<file path="config.mk">
export PLATFORM = sky130hd
export DESIGN_NAME = lc_fifo_reader
export DESIGN_NICKNAME = d
export VERILOG_FILES = /design/src/rtl/lc_reader_pkg.sv /design/src/rtl/sync_fifo.sv /design/src/rtl/frame_scheduler.sv /design/src/rtl/header_parser.sv /design/src/rtl/frame_emitter.sv /design/src/rtl/lc_fifo_reader.sv
export VERILOG_INCLUDE_DIRS = /design/src /design/src/rtl
export SDC_FILE = /design/constraint.sdc
export NUM_CORES = 1
export LEC_CHECK = 0
export BUFFER_PORTS_ARGS = -buffer_cell sky130_fd_sc_hd__buf_2
export CAP_MARGIN = 10
export CORE_AREA = 3 3 301 362
export CTS_BUF_LIST = sky130_fd_sc_hd__clkbuf_16
export DETAILED_ROUTE_END_ITERATION = 12
export DIE_AREA = 0 0 304 365
export GPL_TIMING_DRIVEN = 0
export PLACE_DENSITY = 0.62
export SLEW_MARGIN = 20
export SYNTH_ARGS = -nofsm -noshare
export SYNTH_HDL_FRONTEND = slang
export SYNTH_SLANG_ARGS = --single-unit
export TNS_END_PERCENT = 30
</file>
<file path="constraint.sdc">
create_clock -name clk -period 5.93 [get_ports clk]
set_input_delay 0.593 -clock clk [delete_from_list [all_inputs] [get_ports clk]]
set_output_delay 0.593 -clock clk [all_outputs]
set_load 0.02 [all_outputs]
</file>
<file path="src/rtl/lc_reader_macros.svh">
`ifndef LC_READER_MACROS_SVH
`define LC_READER_MACROS_SVH

////////////////////////////////////////////////////////////
// Port count and per-port memory region

// Ports served by this reader
`define LC_NUM_PORTS 4

// Width of a local port index
`define LC_PORT_BITS 2

// Word pointer inside one port region
`define LC_PTR_BITS 8

// Memory address is the port index above the word pointer
`define LC_ADDR_BITS (`LC_PORT_BITS + `LC_PTR_BITS)

////////////////////////////////////////////////////////////
// Word and frame fields

// Bytes in one memory or stream word
`define LC_WORD_BYTES 8
`define LC_DATA_BITS (`LC_WORD_BYTES * 8)

// Header word fields
`define LC_LEN_BITS 11
`define LC_VLAN_BITS 12
`define LC_MAC_BITS 48

// Global destination port from the MAC table
`define LC_DST_PORT_BITS 6

// Reads allowed in flight at once
`define LC_TAG_FIFO_DEPTH 8

`endif

</file>
<file path="src/rtl/lc_reader_pkg.sv">
`include "lc_reader_macros.svh"

package lc_reader_pkg;

	////////////////////////////////////////////////////////////
	// Enumerations

	// Progress of the frame at the head of one port region
	typedef enum logic [2:0] {
		IDLE,
		DATA_READY,
		HEADER_WAIT,
		WORD0_WAIT,
		WORD1_WAIT,
		LOOKUP,
		FWD_READY,
		FORWARDING
	} port_state_e;

	// Why a memory read was issued
	typedef enum logic [1:0] {
		HEADER,
		WORD0,
		WORD1,
		BODY
	} rd_tag_e;

	////////////////////////////////////////////////////////////
	// Packed structs

	// One entry of the read tag FIFO
	typedef struct packed {
		rd_tag_e tag;
		logic [`LC_PORT_BITS-1:0] port;
	} rd_tag_t;

	// Request to the MAC table
	typedef struct packed {
		logic [`LC_VLAN_BITS-1:0] vlan;
		logic [`LC_MAC_BITS-1:0] dst_mac;
		logic [`LC_MAC_BITS-1:0] src_mac;
		logic [`LC_PORT_BITS-1:0] src_port;
	} lookup_req_t;

	// Answer from the MAC table
	typedef struct packed {
		logic hit;
		logic [`LC_DST_PORT_BITS-1:0] dst_port;
	} lookup_resp_t;

	// Everything captured about the current frame of a port
	typedef struct packed {
		logic [`LC_LEN_BITS-1:0] len;
		logic [`LC_VLAN_BITS-1:0] vlan;
		logic bcast;
		logic [`LC_DST_PORT_BITS-1:0] dst_port;
		logic [`LC_DATA_BITS-1:0] word0;
		logic [`LC_DATA_BITS-1:0] word1;
	} frame_info_t;

	// One word on the output stream
	typedef struct packed {
		logic [`LC_DATA_BITS-1:0] data;
		logic [`LC_WORD_BYTES-1:0] strb;
		logic last;
		logic [`LC_DST_PORT_BITS:0] dest;
		logic [`LC_VLAN_BITS-1:0] user;
	} stream_word_t;

endpackage

</file>
<file path="src/rtl/sync_fifo.sv">
`timescale 1ns/1ps

module sync_fifo #(
	parameter int WIDTH = 8,
	parameter int DEPTH = 8
) (
	input  logic             clk,
	input  logic             reset,
	input  logic             wr,
	input  logic [WIDTH-1:0] din,
	input  logic             rd,
	output logic [WIDTH-1:0] dout,
	output logic             empty,
	output logic             full
);

	localparam int PTR_W = (DEPTH > 1) ? $clog2(DEPTH) : 1;
	localparam int CNT_W = $clog2(DEPTH + 1);

	logic [WIDTH-1:0] mem [DEPTH];
	logic [PTR_W-1:0] wr_ptr;
	logic [PTR_W-1:0] rd_ptr;
	logic [CNT_W-1:0] count;
	logic do_wr;
	logic do_rd;

	// Writes into a full FIFO and reads from an empty one are dropped
	assign do_wr = wr && !full;
	assign do_rd = rd && !empty;

	assign empty = (count == '0);
	assign full = (count == CNT_W'(DEPTH));

	// Head entry is always visible
	assign dout = mem[rd_ptr];

	always_ff @(posedge clk) begin
		if (do_wr)
			mem[wr_ptr] <= din;
	end

	always_ff @(posedge clk) begin
		if (reset) begin
			wr_ptr <= '0;
			rd_ptr <= '0;
			count <= '0;
		end else begin
			// Pointers wrap at DEPTH so any depth works
			if (do_wr)
				wr_ptr <= (wr_ptr == PTR_W'(DEPTH - 1)) ? '0 : wr_ptr + 1'b1;
			if (do_rd)
				rd_ptr <= (rd_ptr == PTR_W'(DEPTH - 1)) ? '0 : rd_ptr + 1'b1;
			if (do_wr && !do_rd)
				count <= count + 1'b1;
			else if (do_rd && !do_wr)
				count <= count - 1'b1;
		end
	end

endmodule

</file>
<file path="src/rtl/frame_scheduler.sv">
`timescale 1ns/1ps
`include "lc_reader_macros.svh"

module frame_scheduler import lc_reader_pkg::*; (
	input  logic clk,
	input  logic reset,
	input  logic [`LC_NUM_PORTS-1:0][`LC_PTR_BITS-1:0] wr_ptr_committed,
	input  logic tag_full,
	input  logic follow_req,
	input  logic [`LC_PORT_BITS-1:0] follow_port,
	input  rd_tag_e follow_tag,
	input  logic lookup_ready_valid,
	input  logic [`LC_PORT_BITS-1:0] lookup_ready_port,
	input  frame_info_t sel_info,
	input  logic frame_done,
	output logic rd_en,
	output logic [`LC_ADDR_BITS-1:0] rd_addr,
	output rd_tag_t rd_tag,
	output logic fwd_start,
	output logic [`LC_PORT_BITS-1:0] sel_port
);

	// Forwarding engine handles one frame at a time
	typedef enum logic [1:0] {
		FWD_IDLE,
		FWD_HEADER,
		FWD_BODY
	} fwd_state_e;

	port_state_e state [`LC_NUM_PORTS];
	logic [`LC_PTR_BITS-1:0] rd_ptr [`LC_NUM_PORTS];
	logic [`LC_NUM_PORTS-1:0] follow_pend;
	logic [`LC_PORT_BITS-1:0] rr_port;
	logic [`LC_PORT_BITS-1:0] sel_port_q;
	fwd_state_e fwd_state;
	logic [`LC_LEN_BITS-1:0] body_left;
	logic [`LC_LEN_BITS-1:0] len_words;

	logic follow_go;
	logic body_go;
	logic hdr_go;
	logic fwd_go;
	logic rr_slot;
	logic [`LC_PORT_BITS-1:0] go_port;
	rd_tag_e go_tag;

	// Frame length in whole words, rounded up
	assign len_words = (sel_info.len + `LC_LEN_BITS'(`LC_WORD_BYTES - 1))
		/ `LC_LEN_BITS'(`LC_WORD_BYTES);

	assign sel_port = sel_port_q;

	////////////////////////////////////////////////////////////
	// Read arbitration

	always_comb begin
		follow_go = 1'b0;
		go_port = rr_port;
		go_tag = HEADER;
		// Lowest numbered pending follow-up wins
		for (int i = `LC_NUM_PORTS - 1; i >= 0; i--) begin
			if (follow_pend[i]) begin
				follow_go = 1'b1;
				go_port = `LC_PORT_BITS'(i);
				go_tag = (state[i] == WORD0_WAIT) ? WORD0 : WORD1;
			end
		end
		// Body words of the frame being forwarded come next
		body_go = !follow_go && (fwd_state == FWD_BODY) && (body_left != '0);
		if (body_go) begin
			go_port = sel_port_q;
			go_tag = BODY;
		end
		// Round robin only gets the cycles nobody else wants
		rr_slot = !follow_go && !body_go;
		hdr_go = rr_slot && (state[rr_port] == DATA_READY);
		fwd_go = rr_slot && (state[rr_port] == FWD_READY) && (fwd_state == FWD_IDLE);
	end

	// Nothing goes out while every tag slot is taken
	assign rd_en = !tag_full && (follow_go || body_go || hdr_go);
	assign rd_addr = {go_port, rd_ptr[go_port]};
	assign rd_tag = '{tag: go_tag, port: go_port};

	////////////////////////////////////////////////////////////
	// Port table, pointers and forwarding

	always_ff @(posedge clk) begin
		if (reset) begin
			for (int i = 0; i < `LC_NUM_PORTS; i++) begin
				state[i] <= IDLE;
				rd_ptr[i] <= '0;
			end
			follow_pend <= '0;
			rr_port <= '0;
			fwd_state <= FWD_IDLE;
			fwd_start <= 1'b0;
			sel_port_q <= '0;
			body_left <= '0;
		end else begin
			fwd_start <= 1'b0;

			// Any idle port with committed words has a frame waiting
			for (int i = 0; i < `LC_NUM_PORTS; i++) begin
				if ((state[i] == IDLE) && (wr_ptr_committed[i] != rd_ptr[i]))
					state[i] <= DATA_READY;
			end

			// Issued read consumes one word of the port region
			if (rd_en) begin
				rd_ptr[go_port] <= rd_ptr[go_port] + 1'b1;
				case (go_tag)
					HEADER: state[go_port] <= HEADER_WAIT;
					WORD0: follow_pend[go_port] <= 1'b0;
					WORD1: begin
						follow_pend[go_port] <= 1'b0;
						// Lookup goes out once this word returns
						state[go_port] <= LOOKUP;
					end
					default: body_left <= body_left - 1'b1;
				endcase
			end

			// Follow-up wanted by the parser
			// The WAIT state then names the word still to fetch
			if (follow_req) begin
				follow_pend[follow_port] <= 1'b1;
				state[follow_port] <= (follow_tag == WORD0) ? WORD0_WAIT : WORD1_WAIT;
			end

			if (lookup_ready_valid)
				state[lookup_ready_port] <= FWD_READY;

			if (rr_slot)
				rr_port <= (rr_port == `LC_PORT_BITS'(`LC_NUM_PORTS - 1)) ? '0 : rr_port + 1'b1;

			// Start forwarding a port whose lookup has finished
			if (fwd_go) begin
				fwd_start <= 1'b1;
				fwd_state <= FWD_HEADER;
				sel_port_q <= rr_port;
				state[rr_port] <= FORWARDING;
			end

			case (fwd_state)
				FWD_HEADER: begin
					// Words 0 and 1 were read during the header phase
					if (fwd_start)
						body_left <= len_words - `LC_LEN_BITS'(2);
					else
						fwd_state <= FWD_BODY;
				end
				FWD_BODY: begin
					if (frame_done) begin
						fwd_state <= FWD_IDLE;
						state[sel_port_q] <= IDLE;
					end
				end
				default: ;
			endcase
		end
	end

endmodule

</file>
<file path="src/rtl/header_parser.sv">
`timescale 1ns/1ps
`include "lc_reader_macros.svh"

module header_parser import lc_reader_pkg::*; (
	input  logic clk,
	input  logic reset,
	input  logic rd_valid,
	input  logic [`LC_DATA_BITS-1:0] rd_data,
	input  rd_tag_t head_tag,
	input  logic lookup_done,
	input  lookup_resp_t lookup_resp,
	input  logic [`LC_PORT_BITS-1:0] sel_port,
	output logic follow_req,
	output logic [`LC_PORT_BITS-1:0] follow_port,
	output rd_tag_e follow_tag,
	output logic lookup_en,
	output lookup_req_t lookup_req,
	output logic lookup_ready_valid,
	output logic [`LC_PORT_BITS-1:0] lookup_ready_port,
	output frame_info_t sel_info,
	output logic body_valid,
	output logic [`LC_DATA_BITS-1:0] body_data
);

	frame_info_t info [`LC_NUM_PORTS];

	// First sixteen frame bytes once word 1 has arrived
	logic [2*`LC_DATA_BITS-1:0] frame_head;

	// MAC address starting at a frame byte
	// Lower byte index lands in the more significant byte
	function automatic logic [`LC_MAC_BITS-1:0] mac_at(
		input logic [2*`LC_DATA_BITS-1:0] bytes,
		input int first
	);
		logic [`LC_MAC_BITS-1:0] mac;
		for (int k = 0; k < `LC_MAC_BITS / 8; k++)
			mac[`LC_MAC_BITS-1-8*k -: 8] = bytes[(first+k)*8 +: 8];
		return mac;
	endfunction

	assign frame_head = {rd_data, info[head_tag.port].word0};

	////////////////////////////////////////////////////////////
	// Response decode

	// Header and word 0 each ask for the next word
	assign follow_req = rd_valid && ((head_tag.tag == HEADER) || (head_tag.tag == WORD0));
	assign follow_port = head_tag.port;
	assign follow_tag = (head_tag.tag == HEADER) ? WORD0 : WORD1;

	// Body words go straight on to the emitter
	assign body_valid = rd_valid && (head_tag.tag == BODY);
	assign body_data = rd_data;

	assign sel_info = info[sel_port];

	// Lookup answers come back in request order
	assign lookup_ready_valid = lookup_done;

	always_ff @(posedge clk) begin
		if (rd_valid) begin
			case (head_tag.tag)
				HEADER: begin
					info[head_tag.port].len <= rd_data[`LC_LEN_BITS-1:0];
					info[head_tag.port].vlan <= rd_data[16 +: `LC_VLAN_BITS];
				end
				WORD0: info[head_tag.port].word0 <= rd_data;
				WORD1: info[head_tag.port].word1 <= rd_data;
				default: ;
			endcase
		end
		// Missed lookups are flooded
		if (lookup_done) begin
			info[lookup_ready_port].bcast <= !lookup_resp.hit;
			info[lookup_ready_port].dst_port <= lookup_resp.dst_port;
		end
		// Request built from the stored word 0 and the word 1 on the bus
		lookup_req <= '{
			vlan: info[head_tag.port].vlan,
			dst_mac: mac_at(frame_head, 0),
			src_mac: mac_at(frame_head, 6),
			src_port: head_tag.port
		};
	end

	always_ff @(posedge clk) begin
		if (reset)
			lookup_en <= 1'b0;
		else
			lookup_en <= rd_valid && (head_tag.tag == WORD1);
	end

	////////////////////////////////////////////////////////////
	// Ports with a lookup in flight

	// A port has at most one lookup outstanding
	sync_fifo #(
		.WIDTH(`LC_PORT_BITS),
		.DEPTH(`LC_NUM_PORTS)
	) lookup_port_fifo (
		.clk(clk),
		.reset(reset),
		.wr(lookup_en),
		.din(lookup_req.src_port),
		.rd(lookup_done),
		.dout(lookup_ready_port),
		.empty(),
		.full()
	);

endmodule

</file>
<file path="src/rtl/frame_emitter.sv">
`timescale 1ns/1ps
`include "lc_reader_macros.svh"

module frame_emitter import lc_reader_pkg::*; (
	input  logic clk,
	input  logic reset,
	input  logic fwd_start,
	input  frame_info_t start_info,
	input  logic body_valid,
	input  logic [`LC_DATA_BITS-1:0] body_data,
	output logic stream_valid,
	output stream_word_t stream,
	output logic frame_done
);

	frame_info_t info_q;
	frame_info_t cur;
	logic send_w1;
	logic [`LC_LEN_BITS-1:0] bytes_left;
	logic is_final;
	logic [`LC_WORD_BYTES-1:0] final_strb;

	// Info of the frame in flight, or of the one starting now
	assign cur = fwd_start ? start_info : info_q;

	// Words 0 and 1 never end a frame of legal length
	assign is_final = body_valid && (bytes_left <= `LC_LEN_BITS'(`LC_WORD_BYTES));

	// Low bytes_left bits set on the closing word
	assign final_strb = {`LC_WORD_BYTES{1'b1}} >> (`LC_WORD_BYTES - bytes_left);

	always_ff @(posedge clk) begin
		if (fwd_start)
			info_q <= start_info;

		// Word source follows the frame phase
		if (fwd_start)
			stream.data <= start_info.word0;
		else if (send_w1)
			stream.data <= info_q.word1;
		else
			stream.data <= body_data;

		stream.strb <= is_final ? final_strb : '1;
		stream.dest <= {cur.bcast, cur.dst_port};
		stream.user <= cur.vlan;

		if (reset) begin
			stream_valid <= 1'b0;
			stream.last <= 1'b0;
			frame_done <= 1'b0;
			send_w1 <= 1'b0;
			bytes_left <= '0;
		end else begin
			stream_valid <= fwd_start || send_w1 || body_valid;
			stream.last <= is_final;
			frame_done <= is_final;
			// Word 1 follows word 0 on the next cycle
			send_w1 <= fwd_start;

			// Bytes still to send after the word going out now
			if (fwd_start)
				bytes_left <= start_info.len - `LC_LEN_BITS'(`LC_WORD_BYTES);
			else if (send_w1 || body_valid)
				bytes_left <= bytes_left - `LC_LEN_BITS'(`LC_WORD_BYTES);
		end
	end

endmodule

</file>
<file path="src/rtl/lc_fifo_reader.sv">
`timescale 1ns/1ps
`include "lc_reader_macros.svh"

module lc_fifo_reader import lc_reader_pkg::*; (
	input  logic clk,
	input  logic reset,

	// Committed write pointer of every port region
	input  logic [`LC_NUM_PORTS-1:0][`LC_PTR_BITS-1:0] wr_ptr_committed,

	// Memory read port
	output logic rd_en,
	output logic [`LC_ADDR_BITS-1:0] rd_addr,
	input  logic rd_valid,
	input  logic [`LC_DATA_BITS-1:0] rd_data,

	// MAC table
	output logic lookup_en,
	output lookup_req_t lookup_req,
	input  logic lookup_done,
	input  lookup_resp_t lookup_resp,

	// Output stream
	output logic stream_valid,
	output stream_word_t stream
);

	rd_tag_t rd_tag;
	rd_tag_t head_tag;
	logic tag_empty;
	logic tag_full;

	logic follow_req;
	logic [`LC_PORT_BITS-1:0] follow_port;
	rd_tag_e follow_tag;
	logic lookup_ready_valid;
	logic [`LC_PORT_BITS-1:0] lookup_ready_port;

	logic fwd_start;
	logic [`LC_PORT_BITS-1:0] sel_port;
	frame_info_t sel_info;
	logic frame_done;
	logic body_valid;
	logic [`LC_DATA_BITS-1:0] body_data;

	////////////////////////////////////////////////////////////
	// Read tags

	// One entry per read in flight, popped as each response returns
	sync_fifo #(
		.WIDTH($bits(rd_tag_t)),
		.DEPTH(`LC_TAG_FIFO_DEPTH)
	) tag_fifo (
		.clk(clk),
		.reset(reset),
		.wr(rd_en),
		.din(rd_tag),
		.rd(rd_valid),
		.dout(head_tag),
		.empty(tag_empty),
		.full(tag_full)
	);

	////////////////////////////////////////////////////////////
	// Stages

	frame_scheduler sched (
		.clk(clk),
		.reset(reset),
		.wr_ptr_committed(wr_ptr_committed),
		.tag_full(tag_full),
		.follow_req(follow_req),
		.follow_port(follow_port),
		.follow_tag(follow_tag),
		.lookup_ready_valid(lookup_ready_valid),
		.lookup_ready_port(lookup_ready_port),
		.sel_info(sel_info),
		.frame_done(frame_done),
		.rd_en(rd_en),
		.rd_addr(rd_addr),
		.rd_tag(rd_tag),
		.fwd_start(fwd_start),
		.sel_port(sel_port)
	);

	header_parser parser (
		.clk(clk),
		.reset(reset),
		.rd_valid(rd_valid),
		.rd_data(rd_data),
		.head_tag(head_tag),
		.lookup_done(lookup_done),
		.lookup_resp(lookup_resp),
		.sel_port(sel_port),
		.follow_req(follow_req),
		.follow_port(follow_port),
		.follow_tag(follow_tag),
		.lookup_en(lookup_en),
		.lookup_req(lookup_req),
		.lookup_ready_valid(lookup_ready_valid),
		.lookup_ready_port(lookup_ready_port),
		.sel_info(sel_info),
		.body_valid(body_valid),
		.body_data(body_data)
	);

	frame_emitter emitter (
		.clk(clk),
		.reset(reset),
		.fwd_start(fwd_start),
		.start_info(sel_info),
		.body_valid(body_valid),
		.body_data(body_data),
		.stream_valid(stream_valid),
		.stream(stream),
		.frame_done(frame_done)
	);

endmodule

</file>
==> impl_results.rst <==
.. list-table::
   :header-rows: 1

   * - Metric
     - Value
   * - Status
     - finished clean
   * - Root buffer selected by CTS
     - sky130_fd_sc_hd__clkbuf_16
   * - Crit path capture type
     - primary output
   * - Chip Height
     - 365 um
   * - Overall routed net length
     - 112000 um
   * - Synthesized flop and latch total
     - 1044
   * - Max-Cap Viols
     - 0
   * - Number of nets in the synthesized netlist
     - 2872
   * - Crit path to
     - rd_addr[0]
   * - Std cell rows
     - 131
   * - Cell with the biggest individual delay on the critical path
     - sky130_fd_sc_hd__o41ai_4
   * - EDFF count, synth
     - 787
   * - Xor/xnor cell area share of the yosys netlist
     - 1.60%
   * - Maximum vdd ir drop
     - 392 uV
   * - Largest delay contributor family on the critical path
     - compound AO/OA/AOI/OAI gates
   * - Cell count of the worst hold path
     - 1
   * - RSZ-0062 raised after global routing
     - no
   * - Count of input and output buffers
     - 320
   * - Vias/cell
     - 5.33
   * - Number of antenna violations at the first check in global routing
     - 12
   * - Crit. path cell count
     - 12
   * - Final standard cell count with taps included and fillers excluded
     - 4680
   * - Startpoint type of the worst setup path
     - register
   * - Final Worst Setup Slack
     - 0.849 ns
   * - GRT Util Overall
     - 19.8%
   * - Synth Area in Adders
     - 0.981%
   * - End of the worst register-to-register path
     - sched.rd_ptr[2][6]$_SDFFCE_PN0P_
   * - Setup Crit Path Kind
     - register to primary output
   * - First-iteration detailed-routing DRC count
     - 2126
   * - Starting density of the core
     - 38.7%
   * - Number of top-level design ports
     - 322
   * - Pre-CTS setup slack
     - 1.06 ns
   * - Compound-gate portion of the synthesized area
     - 4.88%
   * - Highest Clock Rate
     - 197 MHz
   * - Fraction of the cycle the final worst path needs
     - 85.7%
   * - Register area share after synthesis
     - 70.0%
   * - Worst Setup SP
     - sched.body_left[0]$_SDFF_PP0_
   * - DRC errors left
     - 0
   * - Simple-gate area share of the yosys netlist
     - 8.90%
   * - Number of warning messages in the yosys log
     - 0
   * - Crit path top cell by count
     - sky130_fd_sc_hd__clkbuf_1
   * - Static leakage power
     - 16.8 nW
   * - Hold slack final
     - 0.0910 ns
   * - Resize count post-CTS
     - 0
   * - Share of synthesized flip-flops with an asynchronous set or reset
     - 0%
   * - Yosys cell types
     - 78
   * - Clock buffer depth
     - 3
   * - Num CTS Buffers
     - 102
   * - Die area
     - 0.111 mm2
   * - Number of sinks handled by clock tree synthesis
     - 1044
   * - Worst endpoint data arrival time
     - 4.49 ns
   * - Cell count after placement
     - 4482
   * - Worst reg2reg path startpoint
     - sched.body_left[0]$_SDFF_PP0_
   * - Netlist Area Pre-Place
     - 0.0411 mm2
   * - CTS tree
     - built
   * - Pin count of the biggest net entering global routing
     - 38
   * - Main flop type after synthesis
     - sky130_fd_sc_hd__edfxtp_1
   * - Final-report setup violation count
     - 0
   * - Net total in the final layout
     - 3328
   * - Grt ovf
     - 0
   * - Logic depth of the worst register-to-register path
     - 15
   * - Global-route wire length before repair
     - 164000 um
   * - Critical Path, Cell by Cell
     - inv_1 -> ha_1 -> or3b_2 -> clkbuf_1 -> o41ai_4 -> nor3_2 -> nor2_1 -> clkbuf_1 -> nand2_1 -> and3_1 -> a31oi_1 -> buf_2
   * - Half-perimeter wire length after placement
     - 77300 um
   * - Reg clk slew, reported paths
     - 0.06 ns
   * - Number of iterations in the first detailed-routing pass
     - 5
   * - Hold Crit Class
     - input pin to register
   * - Via count of the first global-routing pass
     - 25200
   * - Final weighted congestion in routability-driven placement
     - 0.927
   * - Actual transition at the worst max-transition pin
     - 1.08 ns
   * - Critical path peak fanout
     - 10
   * - Worst Skew
     - 0.0734 ns
   * - Pwr per Cell Area
     - 487 mW/mm2
   * - Gate Count Post-Synth
     - 2734
   * - Headroom to the max-slew limit
     - 28.2%
   * - Multiplexer area fraction after synthesis
     - 11.5%
   * - Routed length per placed instance
     - 23.9 um
   * - Fraction of final layout cells sized beyond drive strength 1
     - 23.1%
   * - Worst skew pair latency
     - 0.74 ns
   * - Post-layout total power
     - 0.0238 W
   * - Hold buffer count at cts
     - 0
   * - Core box area
     - 0.106 mm2
   * - Buffering stage count on the worst path with inverters included
     - 4
   * - Number of failing hold endpoints at the final stage
     - 0
   * - Final antenna-violating net count
     - 0
   * - Area delta synth->final
     - 18.9%
   * - Final count of pins violating max slew
     - 0
   * - Dominant combinational cell family by area after synthesis
     - multiplexers
   * - CTS HTree Levels
     - 3
   * - Final worst path period need
     - 5.08 ns
   * - Avg Inst Size Synth
     - 15.0 um2
   * - Post CTS Setup Buffer Count
     - 0
   * - Die extent in x
     - 304 um
   * - Via Count
     - 24900
   * - Worst-case register-to-register setup slack
     - 1.15 ns
   * - Critical path data required time
     - 5.34 ns
   * - CP max stage delay
     - 0.60 ns
worst min-delay path by stage:
stage,start,slack [ns],endpoint
after CTS,rd_data[29],0.04,parser.lookup_req[7]$_DFF_P_
after global placement,tag_fifo.count[3]$_SDFFE_PP0P_,0.49,tag_fifo.count[3]$_SDFFE_PP0P_
final,rd_data[29],0.09,parser.lookup_req[7]$_DFF_P_
after global routing,rd_data[29],0.08,parser.lookup_req[7]$_DFF_P_
after detailed placement,tag_fifo.count[3]$_SDFFE_PP0P_,0.51,tag_fifo.count[3]$_SDFFE_PP0P_
after floorplan,parser.lookup_port_fifo.count[2]$_SDFFE_PP0P_,0.47,parser.lookup_port_fifo.count[2]$_SDFFE_PP0P_
report_power, final:
group          total (W)  switching, W  internal (W)
logic            0.00722       0.00493       0.00230
registers        0.00984      0.000571       0.00927
clock network    0.00673       0.00292       0.00381
state kept, by name (all words and copies together), names as in the netlist, 4 cells and up, named ones only:
name / count
parser.lookup_req: 110
emitter.info_q: 65
tag_fifo.count: 4
emitter.stream: 91
emitter.bytes_left: 11
sched.follow_pend: 4
parser.info: 632
sched.body_left: 11
parser.lookup_port_fifo.mem: 8
sched.state: 12
sched.rd_ptr: 32
tag_fifo.mem: 32
cell type report:
cell class                      count  area [um2]
Tap cell                         1396        1750
Inverter                           39         151
Fill cell                        9211       57200
Sequential cell                  1044       28800
Buffer                            165         722
Clock buffer                      106        2650
Clock inverter                     86         865
Multi-Input combinational cell   1486       11600
Antenna cell                        6        15.0
Timing Repair Buffer              352        2350
cells in the final DEF (no fill, tap or decap), types with 9 or more instances in the layout:
cell / instances
sky130_fd_sc_hd__and3_1: 87
sky130_fd_sc_hd__xnor2_1: 53
sky130_fd_sc_hd__or4_1: 12
sky130_fd_sc_hd__a21oi_1: 45
sky130_fd_sc_hd__nand3_1: 38
sky130_fd_sc_hd__nor2_1: 99
sky130_fd_sc_hd__bufinv_16: 12
sky130_fd_sc_hd__buf_16: 14
sky130_fd_sc_hd__a31oi_1: 93
sky130_fd_sc_hd__clkinv_2: 16
sky130_fd_sc_hd__mux2i_1: 80
sky130_fd_sc_hd__xor2_1: 22
sky130_fd_sc_hd__buf_4: 22
sky130_fd_sc_hd__clkbuf_1: 100
sky130_fd_sc_hd__o211ai_1: 12
sky130_fd_sc_hd__buf_1: 27
sky130_fd_sc_hd__o21ai_0: 86
sky130_fd_sc_hd__inv_1: 51
sky130_fd_sc_hd__buf_2: 328
sky130_fd_sc_hd__clkbuf_16: 106
sky130_fd_sc_hd__clkinv_1: 21
sky130_fd_sc_hd__edfxtp_1: 787
sky130_fd_sc_hd__a211oi_1: 15
sky130_fd_sc_hd__and2_1: 16
sky130_fd_sc_hd__dfxtp_1: 256
sky130_fd_sc_hd__nand2_1: 441
sky130_fd_sc_hd__nor3_1: 32
sky130_fd_sc_hd__nor4_1: 13
sky130_fd_sc_hd__buf_12: 18
sky130_fd_sc_hd__mux4_2: 169
sky130_fd_sc_hd__ha_1: 29
sky130_fd_sc_hd__nand2b_1: 9
sky130_fd_sc_hd__nor2_4: 12
through the flow:
stage	setup TNS [ns]	util, %	area, um2
2_1_floorplan	0	-	41100
3_5_place_dp	0	42.7	45300
3_3_place_gp	-2014.95	41.9	44400
6_report	0	46.1	48800
5_1_grt	0	46.0	48800
4_1_cts	0	46.0	48800
logic make-up (layout without fill, tap and decap cells):
kind of cell | after synthesis | after routing
other | 0 | 6
AOI/OAI and AO/OA | 314 | 314
xor gates and xnor gates | 75 | 75
buffers and inverters | 204 | 748
muxes | 258 | 258
DFF | 1044 | 1044
adders and majority gates | 31 | 31
and+or+nand+nor | 808 | 808
routing by layer:
layer	wire length, um	global-route usage, %	part of all wire [%]	vias to the layer above
met3	8350	4.57	7.5	164
met4	3060	6.64	2.7	4
met2	54100	33.0	48	909
met1	46500	25.8	41	12600
li1	-	-	-	11300
met5	30	0	0.027	-
cells in the mapped netlist (all sizes together) (3+ instances only):
cell type  count  area [um2]
or3            8        50.1
edfxtp       787       23600
nand4          8        50.1
xor2          22         193
or4           12        90.1
a211oi        16         125
a41oi          3        26.3
nor3          34         175
a311o          5        50.1
o41ai          4        53.8
a31oi         93         582
nor2b          3        18.8
nor4          14        93.8
ha            29         363
and3          87         544
mux4         169        3810
nor2         111         417
nand2b         9        56.3
nand2        442        1670
nand3b         6        45.0
clkbuf       108         407
buf           57         305
xnor2         53         464
mux2           6        67.6
o31ai          6        45.0
dfxtp        257        5140
nand3         38         190
a21oi         46         234
a21o           4        30.0
nor4b          3        26.3
inv           38         143
o21ai         89         445
nor3b          6        45.0
o21a           4        30.0
mux2i         83         847
or2            5        31.3
and2          16         100
o211ai        12        90.1
a311oi         8        70.1
No activity file was read; power rests on OpenSTA's default activity.
